[config.mk]
export PLATFORM = sky130hd
export DESIGN_NAME = exec_unit_top
export DESIGN_NICKNAME = d
export VERILOG_FILES = /design/src/design/exec_pkg.sv /design/src/design/alu_execute.sv /design/src/design/cmd_accept.sv /design/src/design/exec_unit_top.sv /design/src/design/handshake_fifo.sv
export VERILOG_INCLUDE_DIRS = /design/src /design/src/design
export SDC_FILE = /design/constraint.sdc
export NUM_CORES = 2
export LEC_CHECK = 0
export ABC_CLOCK_PERIOD_IN_PS = 17300
export BUFFER_PORTS_ARGS = -buffer_cell sky130_fd_sc_hd__buf_2
export CORE_AREA = 2 2 456 458
export DETAILED_ROUTE_END_ITERATION = 7
export DIE_AREA = 0 0 458 460
export PLACE_DENSITY = 0.73
export SETUP_SLACK_MARGIN = 0.15
export SLEW_MARGIN = 25
export SYNTH_ARGS = -nofsm -noshare
export SYNTH_HDL_FRONTEND = slang
export SYNTH_SLANG_ARGS = --single-unit
[constraint.sdc]
create_clock -name clk -period 17.3 [get_ports clk]
set_clock_uncertainty 0.05 [all_clocks]
set_input_delay 0.865 -clock clk [delete_from_list [all_inputs] [get_ports clk]]
set_output_delay 0.865 -clock clk [all_outputs]
set_load 0.03 [all_outputs]
[src/design/exec_config.svh]
`ifndef EXEC_CONFIG_SVH
`define EXEC_CONFIG_SVH

// Data and address width
`define EXEC_XLEN 64
// Instruction size that the link value adds to pc
`define EXEC_PC_STEP 4
`define EXEC_FIFO_DEPTH 4
// Shift amount bits for full-width and word forms
`define EXEC_SHAMT_W 6
`define EXEC_SHAMT_W32 5
`define EXEC_REGNO_W 5

`endif

[src/design/exec_pkg.sv]
`default_nettype none

`include "exec_config.svh"

package exec_pkg;

    // Register forms first, then immediate forms, then upper, branch and jump
    typedef enum logic [4:0] {
        ADD, SUB, AND, OR, XOR,
        SLL, SRL, SRA,
        SLT, SLTU,
        ADDW, SUBW,
        ADDI, ANDI, ORI, XORI,
        SLLI, SRLI, SRAI,
        SLTI, SLTIU,
        ADDIW,
        LUI, AUIPC,
        BEQ, BNE, BLT, BGE, BLTU, BGEU,
        JAL, JALR
    } alu_op_e;

    // Operands are already resolved by the zero-register rule
    typedef struct packed {
        alu_op_e                  op;
        logic [`EXEC_XLEN-1:0]    operand_a;
        logic [`EXEC_XLEN-1:0]    operand_b;
        logic [`EXEC_XLEN-1:0]    imm;
        logic [`EXEC_XLEN-1:0]    pc;
        logic [`EXEC_REGNO_W-1:0] rd;
    } exec_cmd_t;

    typedef struct packed {
        logic [`EXEC_XLEN-1:0]    result;
        logic [`EXEC_REGNO_W-1:0] rd;
        logic                     write_rd;
        logic                     branch_taken;
        // Zero when the branch is not taken
        logic [`EXEC_XLEN-1:0]    target;
    } exec_result_t;

endpackage

`default_nettype wire

[src/design/alu_execute.sv]
`timescale 1ns/100ps
`default_nettype none

`include "exec_config.svh"

module alu_execute
    import exec_pkg::*;
(
    input  logic         clk,
    input  logic         reset,
    input  logic         cmd_req,
    output logic         cmd_ack,
    input  exec_cmd_t    cmd,
    output logic         res_req,
    input  logic         res_ack,
    output exec_result_t res
);

    localparam int XLEN   = `EXEC_XLEN;
    localparam int WORD_W = 1 << `EXEC_SHAMT_W32;

    typedef enum logic [1:0] {
        S_IDLE,
        S_PEND,
        S_ACK_LOW
    } state_e;

    state_e                  state;
    logic [XLEN-1:0]         a;
    logic [XLEN-1:0]         b;
    logic [`EXEC_SHAMT_W-1:0] shamt;
    logic [WORD_W-1:0]       word_res;
    logic [XLEN-1:0]         pc_rel;
    logic [XLEN-1:0]         link;
    logic [XLEN-1:0]         jalr_sum;
    logic [XLEN-1:0]         value;
    logic [XLEN-1:0]         jump_target;
    logic                    taken;
    logic                    wr_rd;
    logic                    known;
    exec_result_t            next_res;
    logic                    accept;

    assign a        = cmd.operand_a;
    assign b        = cmd.operand_b;
    assign shamt    = b[`EXEC_SHAMT_W-1:0];
    assign word_res = (cmd.op == SUBW) ? a[WORD_W-1:0] - b[WORD_W-1:0]
                                       : a[WORD_W-1:0] + b[WORD_W-1:0];
    assign pc_rel   = cmd.pc + cmd.imm;
    assign link     = cmd.pc + XLEN'(`EXEC_PC_STEP);
    assign jalr_sum = a + cmd.imm;

    always_comb
    begin
        known       = 1'b1;
        wr_rd       = 1'b1;
        taken       = 1'b0;
        value       = '0;
        jump_target = pc_rel;
        case (cmd.op)
            ADD, ADDI:   value = a + b;
            SUB:         value = a - b;
            AND, ANDI:   value = a & b;
            OR, ORI:     value = a | b;
            XOR, XORI:   value = a ^ b;
            SLL, SLLI:   value = a << shamt;
            SRL, SRLI:   value = a >> shamt;
            SRA, SRAI:   value = $signed(a) >>> shamt;
            SLT, SLTI:   value = XLEN'($signed(a) < $signed(b));
            SLTU, SLTIU: value = XLEN'(a < b);
            // Word forms sign-extend bit 31
            ADDW, SUBW, ADDIW: value = {{(XLEN - WORD_W){word_res[WORD_W-1]}}, word_res};
            LUI:         value = cmd.imm;
            AUIPC:       value = pc_rel;
            BEQ, BNE, BLT, BGE, BLTU, BGEU:
            begin
                wr_rd = 1'b0;
                case (cmd.op)
                    BEQ:     taken = (a == b);
                    BNE:     taken = (a != b);
                    BLT:     taken = ($signed(a) < $signed(b));
                    BGE:     taken = ($signed(a) >= $signed(b));
                    BLTU:    taken = (a < b);
                    default: taken = (a >= b);
                endcase
            end
            JAL:
            begin
                value = link;
                taken = 1'b1;
            end
            JALR:
            begin
                value       = link;
                taken       = 1'b1;
                jump_target = {jalr_sum[XLEN-1:1], 1'b0};
            end
            default:
            begin
                known = 1'b0;
                wr_rd = 1'b0;
            end
        endcase
    end

    assign next_res = '{result:       value,
                        rd:           known ? cmd.rd : '0,
                        write_rd:     wr_rd,
                        branch_taken: taken,
                        target:       taken ? jump_target : '0};

    assign accept = (state == S_IDLE) && cmd_req && !cmd_ack;

    always_ff @(posedge clk)
    begin
        if (reset)
        begin
            state   <= S_IDLE;
            cmd_ack <= 1'b0;
            res_req <= 1'b0;
        end
        else
        begin
            if (accept)
                cmd_ack <= 1'b1;
            else if (cmd_ack && !cmd_req)
                cmd_ack <= 1'b0;

            case (state)
                S_IDLE:
                begin
                    if (accept)
                        state <= S_PEND;
                end
                S_PEND:
                begin
                    if (!res_req && !res_ack)
                        res_req <= 1'b1;
                    else if (res_req && res_ack)
                    begin
                        res_req <= 1'b0;
                        state   <= S_ACK_LOW;
                    end
                end
                default:
                begin
                    // Result handshake ends when the ack drops
                    if (!res_ack)
                        state <= S_IDLE;
                end
            endcase
        end
    end

    always_ff @(posedge clk)
    begin
        if (accept)
            res <= next_res;
    end

    a_req_after_ack_low: assert property (@(posedge clk) disable iff (reset)
        (!res_req && res_ack) |=> !res_req)
        else $error("res_req rose while res_ack was still high");

endmodule

`default_nettype wire

[src/design/cmd_accept.sv]
`timescale 1ns/100ps
`default_nettype none

`include "exec_config.svh"

module cmd_accept
    import exec_pkg::*;
(
    input  logic                     clk,
    input  logic                     reset,
    input  logic                     in_req,
    output logic                     in_ack,
    input  alu_op_e                  op,
    input  logic [`EXEC_REGNO_W-1:0] rs1_regno,
    input  logic [`EXEC_REGNO_W-1:0] rs2_regno,
    input  logic [`EXEC_XLEN-1:0]    rs1_value,
    input  logic [`EXEC_XLEN-1:0]    rs2_value,
    input  logic [`EXEC_XLEN-1:0]    imm,
    input  logic [`EXEC_XLEN-1:0]    pc,
    input  logic [`EXEC_REGNO_W-1:0] rd,
    output logic                     cmd_req,
    input  logic                     cmd_ack,
    output exec_cmd_t                cmd
);

    logic [`EXEC_XLEN-1:0] opa;
    logic [`EXEC_XLEN-1:0] rs2_resolved;
    logic [`EXEC_XLEN-1:0] opb;
    logic                  take;

    // x0 always reads as zero
    assign opa          = (rs1_regno == '0) ? '0 : rs1_value;
    assign rs2_resolved = (rs2_regno == '0) ? '0 : rs2_value;

    always_comb
    begin
        case (op)
            ADDI, ANDI, ORI, XORI, SLLI, SRLI, SRAI, SLTI, SLTIU, ADDIW: opb = imm;
            default: opb = rs2_resolved;
        endcase
    end

    // Accept only when the previous top handshake and the downstream channel are idle
    assign take = in_req && !in_ack && !cmd_req && !cmd_ack;

    always_ff @(posedge clk)
    begin
        if (reset)
        begin
            in_ack  <= 1'b0;
            cmd_req <= 1'b0;
        end
        else
        begin
            if (take)
                in_ack <= 1'b1;
            else if (!in_req && in_ack)
                in_ack <= 1'b0;

            if (take)
                cmd_req <= 1'b1;
            else if (cmd_req && cmd_ack)
                cmd_req <= 1'b0;
        end
    end

    always_ff @(posedge clk)
    begin
        if (take)
            cmd <= '{op: op, operand_a: opa, operand_b: opb, imm: imm, pc: pc, rd: rd};
    end

    a_cmd_stable: assert property (@(posedge clk) disable iff (reset)
        (cmd_req && !cmd_ack) |=> $stable(cmd))
        else $error("cmd changed while cmd_req waits for ack");

endmodule

`default_nettype wire

[src/design/exec_unit_top.sv]
`timescale 1ns/100ps
`default_nettype none

`include "exec_config.svh"

module exec_unit_top
    import exec_pkg::*;
(
    input  logic                     clk,
    input  logic                     reset,
    input  logic                     in_req,
    output logic                     in_ack,
    input  alu_op_e                  op,
    input  logic [`EXEC_REGNO_W-1:0] rs1_regno,
    input  logic [`EXEC_REGNO_W-1:0] rs2_regno,
    input  logic [`EXEC_XLEN-1:0]    rs1_value,
    input  logic [`EXEC_XLEN-1:0]    rs2_value,
    input  logic [`EXEC_XLEN-1:0]    imm,
    input  logic [`EXEC_XLEN-1:0]    pc,
    input  logic [`EXEC_REGNO_W-1:0] rd,
    output logic                     res_req,
    input  logic                     res_ack,
    output logic [`EXEC_XLEN-1:0]    result,
    output logic [`EXEC_REGNO_W-1:0] res_rd,
    output logic                     res_write_rd,
    output logic                     res_branch_taken,
    output logic [`EXEC_XLEN-1:0]    res_target
);

    logic         acc_req;
    logic         acc_ack;
    exec_cmd_t    acc_cmd;
    logic         exe_req;
    logic         exe_ack;
    exec_cmd_t    exe_cmd;
    logic         alu_req;
    logic         alu_ack;
    exec_result_t alu_res;
    exec_result_t out_res;

    cmd_accept u_cmd_accept (
        .clk(clk), .reset(reset), .in_req(in_req), .in_ack(in_ack), .op(op),
        .rs1_regno(rs1_regno), .rs2_regno(rs2_regno), .rs1_value(rs1_value),
        .rs2_value(rs2_value), .imm(imm), .pc(pc), .rd(rd),
        .cmd_req(acc_req), .cmd_ack(acc_ack), .cmd(acc_cmd)
    );

    handshake_fifo #(.DEPTH(`EXEC_FIFO_DEPTH), .T(exec_cmd_t)) u_cmd_fifo (
        .clk(clk), .reset(reset), .wr_req(acc_req), .wr_data(acc_cmd), .wr_ack(acc_ack),
        .rd_req(exe_req), .rd_ack(exe_ack), .rd_data(exe_cmd)
    );

    alu_execute u_alu_execute (
        .clk(clk), .reset(reset), .cmd_req(exe_req), .cmd_ack(exe_ack), .cmd(exe_cmd),
        .res_req(alu_req), .res_ack(alu_ack), .res(alu_res)
    );

    handshake_fifo #(.DEPTH(`EXEC_FIFO_DEPTH), .T(exec_result_t)) u_res_fifo (
        .clk(clk), .reset(reset), .wr_req(alu_req), .wr_data(alu_res), .wr_ack(alu_ack),
        .rd_req(res_req), .rd_ack(res_ack), .rd_data(out_res)
    );

    assign result           = out_res.result;
    assign res_rd           = out_res.rd;
    assign res_write_rd     = out_res.write_rd;
    assign res_branch_taken = out_res.branch_taken;
    assign res_target       = out_res.target;

endmodule

`default_nettype wire

[src/design/handshake_fifo.sv]
`timescale 1ns/100ps
`default_nettype none

module handshake_fifo #(
    parameter int  DEPTH = 2,
    parameter type T     = logic
)
(
    input  logic clk,
    input  logic reset,
    input  logic wr_req,
    input  T     wr_data,
    output logic wr_ack,
    output logic rd_req,
    input  logic rd_ack,
    output T     rd_data
);

    localparam int PTR_W = (DEPTH > 1) ? $clog2(DEPTH) : 1;
    localparam int CNT_W = $clog2(DEPTH + 1);

    T                 mem [DEPTH];
    logic [PTR_W-1:0] wr_ptr;
    logic [PTR_W-1:0] rd_ptr;
    logic [CNT_W-1:0] count;
    logic             full;
    logic             empty;
    logic             push;
    logic             pop;

    function automatic logic [PTR_W-1:0] next_ptr(input logic [PTR_W-1:0] ptr);
        return (ptr == PTR_W'(DEPTH - 1)) ? '0 : ptr + 1'b1;
    endfunction

    assign full  = (count == CNT_W'(DEPTH));
    assign empty = (count == '0);

    // Write side is a four-phase receiver, read side a four-phase sender
    assign push = wr_req && !wr_ack && !full;
    assign pop  = rd_req && rd_ack;

    assign rd_data = mem[rd_ptr];

    always_ff @(posedge clk)
    begin
        if (push)
            mem[wr_ptr] <= wr_data;
    end

    always_ff @(posedge clk)
    begin
        if (reset)
        begin
            wr_ptr <= '0;
            rd_ptr <= '0;
            count  <= '0;
            wr_ack <= 1'b0;
            rd_req <= 1'b0;
        end
        else
        begin
            if (push)
                wr_ack <= 1'b1;
            else if (!wr_req && wr_ack)
                wr_ack <= 1'b0;

            // Next offer only after the reader has dropped its ack
            if (!rd_req && !rd_ack && !empty)
                rd_req <= 1'b1;
            else if (pop)
                rd_req <= 1'b0;

            if (push)
                wr_ptr <= next_ptr(wr_ptr);
            if (pop)
                rd_ptr <= next_ptr(rd_ptr);

            count <= count + CNT_W'(push) - CNT_W'(pop);
        end
    end

    a_no_ack_when_full: assert property (@(posedge clk) disable iff (reset)
        (!wr_ack && full) |=> !wr_ack)
        else $error("wr_ack rose while the FIFO was full");

    a_no_req_when_empty: assert property (@(posedge clk) disable iff (reset)
        (!rd_req && empty) |=> !rd_req)
        else $error("rd_req rose while the FIFO was empty");

    a_rd_data_stable: assert property (@(posedge clk) disable iff (reset)
        (rd_req && !rd_ack) |=> $stable(rd_data))
        else $error("rd_data changed while rd_req waits for ack");

endmodule

`default_nettype wire

==> reports/results.ini <==
[drt]
wirelength_mm = 393
viasPerCell = 6.72
post_drt_wl_per_cell_um = 36.2
drtPass1Iterations = 8
drc = 0
ant_nets = 0
via_count = 72924
drtIter0Drc = 10820

[place]
numPortBuffers = 416
hpwl_mm = 294
gp_routability_congestion = 1.11

[clock_network]
clk_pin_slew_ns = 0.06
cts_tree = yes
clkSinkCount = 2033
cts_made_buffers = 194
clk_latency_ns = 0.90
post_cts.repair.setup_buffers = 0
cts-resized-gates = 0
clk_path_buf_depth = 3
htreeDepth = 4
cts_root_buffer = clkbuf_16
holdBufCountCts = 0

[run_status]
status = finished, final reports clean

[cells_and_area]
drive_gt1_share_pct = 17.1
syn2layout_area_growth_pct = 10.9
multi_input_area_um2 = 39200
register_area_um2 = 60800
n_fill_cell = 16558
fin_nets = 8621

[sta]
finalCritPeriodShare_pct = 52.4
fin_setup_tns_ns = 0
maxSlewHeadroom_pct = 12.1
hold_viol = 0
max_freq_mhz = 110
tightest_slew_ns = 1.30
rsz0062_at_grt = false
hold-worst-slack_ns = 0.114
final_max_slew_viol_count = 0
post-route-min-period_ns = 9.07
setup_viol = 0

[global_route]
grt.total_usage_pct = 36.7
grt_max_degree = 137
grt.overflow.total = 0
antenna_found_initial = 41
grt_pass1_wl_mm = 542
grt_pass1_vias = 69324

[die]
ios = 417
initial_core_util_pct = 49.7
die_x_um = 458
die-area_um2 = 211000
die_height_um = 460
rows = 167
core_area_um2 = 206000

[yosys]
synth_edf_count = 2005
synth_top_flop_cell = edfxtp_1
avgSynthCellArea_um2 = 13.4
post-synth-top-count-cell = edfxtp_1
ys_types = 92
yosys.area.top_type_share_pct = 58.7
ys_seq_area_share_pct = 59.3
yosys-top-cells-count = edfxtp_1 (2,005), a21oi_1 (574), nor2_1 (562), nand2_1 (528), mux4_2 (396)
synth_nets = 8297
synthesis.area_um2 = 102000
synthTopCellsByArea = edfxtp_1 (59%), mux4_2 (8.7%), ha_1 (4.5%), a21oi_1 (2.8%), nor2_1 (2.1%)
async_flop_share_pct = 0
ys_warn_count = 0
syn_inst = 7642
netlist.top_cell.by_area = edfxtp_1
ys_seq_elements = 2033

[critical_path]
cp_slowest_stage_delay_ns = 0.69
slowest_stage = dfxtp_4
cp_data_arrival_time_ns = 9.58
crit_chain = buf_4, mux2_2, o21ai_4, buf_4, nand2_1, nor2_1, buf_4, nand4_1, or3_1, nor2_1, nand4_1, o31ai_1, xnor2_1, ha_1, nor2b_1, a21oi_1, o22ai_1, a221o_1, a221o_1, a211oi_1, o21ai_0, a211oi_1, o21ai_0
cpMostUsedCell = buf_4
critPathCaptureType = register
path_max_fanout = 45
criticalPathCategory = register to register
startpoint_type = register
cp_data_required_time_ns = 17.81

[power]
power.leakage_nw = 39.4
peakVddDrop_mv = 0.124
power_density_nw_per_um2 = 139

[job]
cap_violations = 0

[min_path]
hold_class = input port to register

## registers in the layout, indices dropped and copies added (netlist names), 2 cells and up, named ones only
name	count
u_res_fifo.wr_ptr	2
u_cmd_fifo.wr_ptr	2
u_cmd_fifo.count	3
u_alu_execute.state	2
u_cmd_fifo.rd_ptr	2
u_alu_execute.res	135
u_res_fifo.mem	540
u_res_fifo.count	3
u_cmd_fifo.mem	1064
u_cmd_accept.cmd	266
u_res_fifo.rd_ptr	2
## cells by family after synthesis
| logic type | Yosys count | share of synthesized area (%) |
|---|---|---|
| buffers and inverters | 696 | 2.68 |
| muxes | 635 | 11.1 |
| and+or+nand+nor | 1718 | 7.68 |
| adders and majority gates | 375 | 4.63 |
| AOI/OAI and AO/OA | 1920 | 12.3 |
| xor gates and xnor gates | 265 | 2.27 |
| DFF | 2033 | 59.3 |
## path summary, 6_finish.rpt
check,start,to,slack [ns],depth (start not counted)
hold / removal,pc[9],u_cmd_accept.cmd[14]$_DFFE_PP_,0.11,1
setup / recovery,register,u_alu_execute.res[101]$_DFFE_PP_,8.23,23
hold reg to reg,u_cmd_accept.cmd[99]$_DFFE_PP_,u_cmd_fifo.mem[2][99]$_DFFE_PP_,0.42,0
setup reg to reg,register,u_alu_execute.res[101]$_DFFE_PP_,8.23,23
## placed cells by master (no fill, tap or decap), types with 131 or more instances in the layout
cell	n
a21o_1	131
a21oi_1	570
buf_2	416
buf_4	133
clkbuf_16	197
edfxtp_1	2005
ha_1	368
inv_1	261
mux2i_1	165
mux4_2	395
nand2_1	527
nor2_1	557
o21ai_0	351
xnor2_1	179
## worst max-delay path: cells and delay by family, from the launching register on
kind	cells	cell delay, ns
adders and majority gates	1	0.37
AOI/OAI and AO/OA	10	2.95
DFF	1	0.69
xor gates and xnor gates	1	0.13
buffers and inverters	3	1.41
and+or+nand+nor	7	2.62
muxes	1	0.44
## metal layers
| layer | up-vias | global-route usage [%] | part of all wire (%) |
|---|---|---|---|
| met5 | - | 0 | 0.038 |
| met4 | 22 | 13.3 | 4.0 |
| met3 | 652 | 10.1 | 11 |
| met2 | 4571 | 51.2 | 42 |
| met1 | 37170 | 54.9 | 43 |
| li1 | 30509 | - | - |
## cell type report
type | instances | area share [%]
flip-flops and latches | 2033 | 53.5
inverters | 270 | 0.898
clock inverters | 114 | 0.787
diodes | 21 | 0.0462
well taps | 2704 | 2.98
multi-input cells | 4913 | 34.5
clock buffers | 238 | 4.48
repair buffers | 554 | 2.80
## metrics by stage
step	total power, W	instances	cell area (µm²)	util [%]	setup slack (ns)
CTS	0.0156	10826	114000	55.1	8.70
detailed placement	0.0116	10474	108000	52.2	8.69
finish	0.0158	10847	114000	55.2	8.23
floorplan	0.00953	7642	102000	-	2.01
global route	0.0163	10834	114000	55.1	8.07
global placement	0.0116	10474	108000	52.2	8.62
## power breakdown
part	switching, W	total (W)	internal [W]
clock	0.00181	0.00404	0.00223
combinational	0.00384	0.00538	0.00155
sequential	0.000301	0.00639	0.00609
No activity file was read; power rests on OpenSTA's default activity.
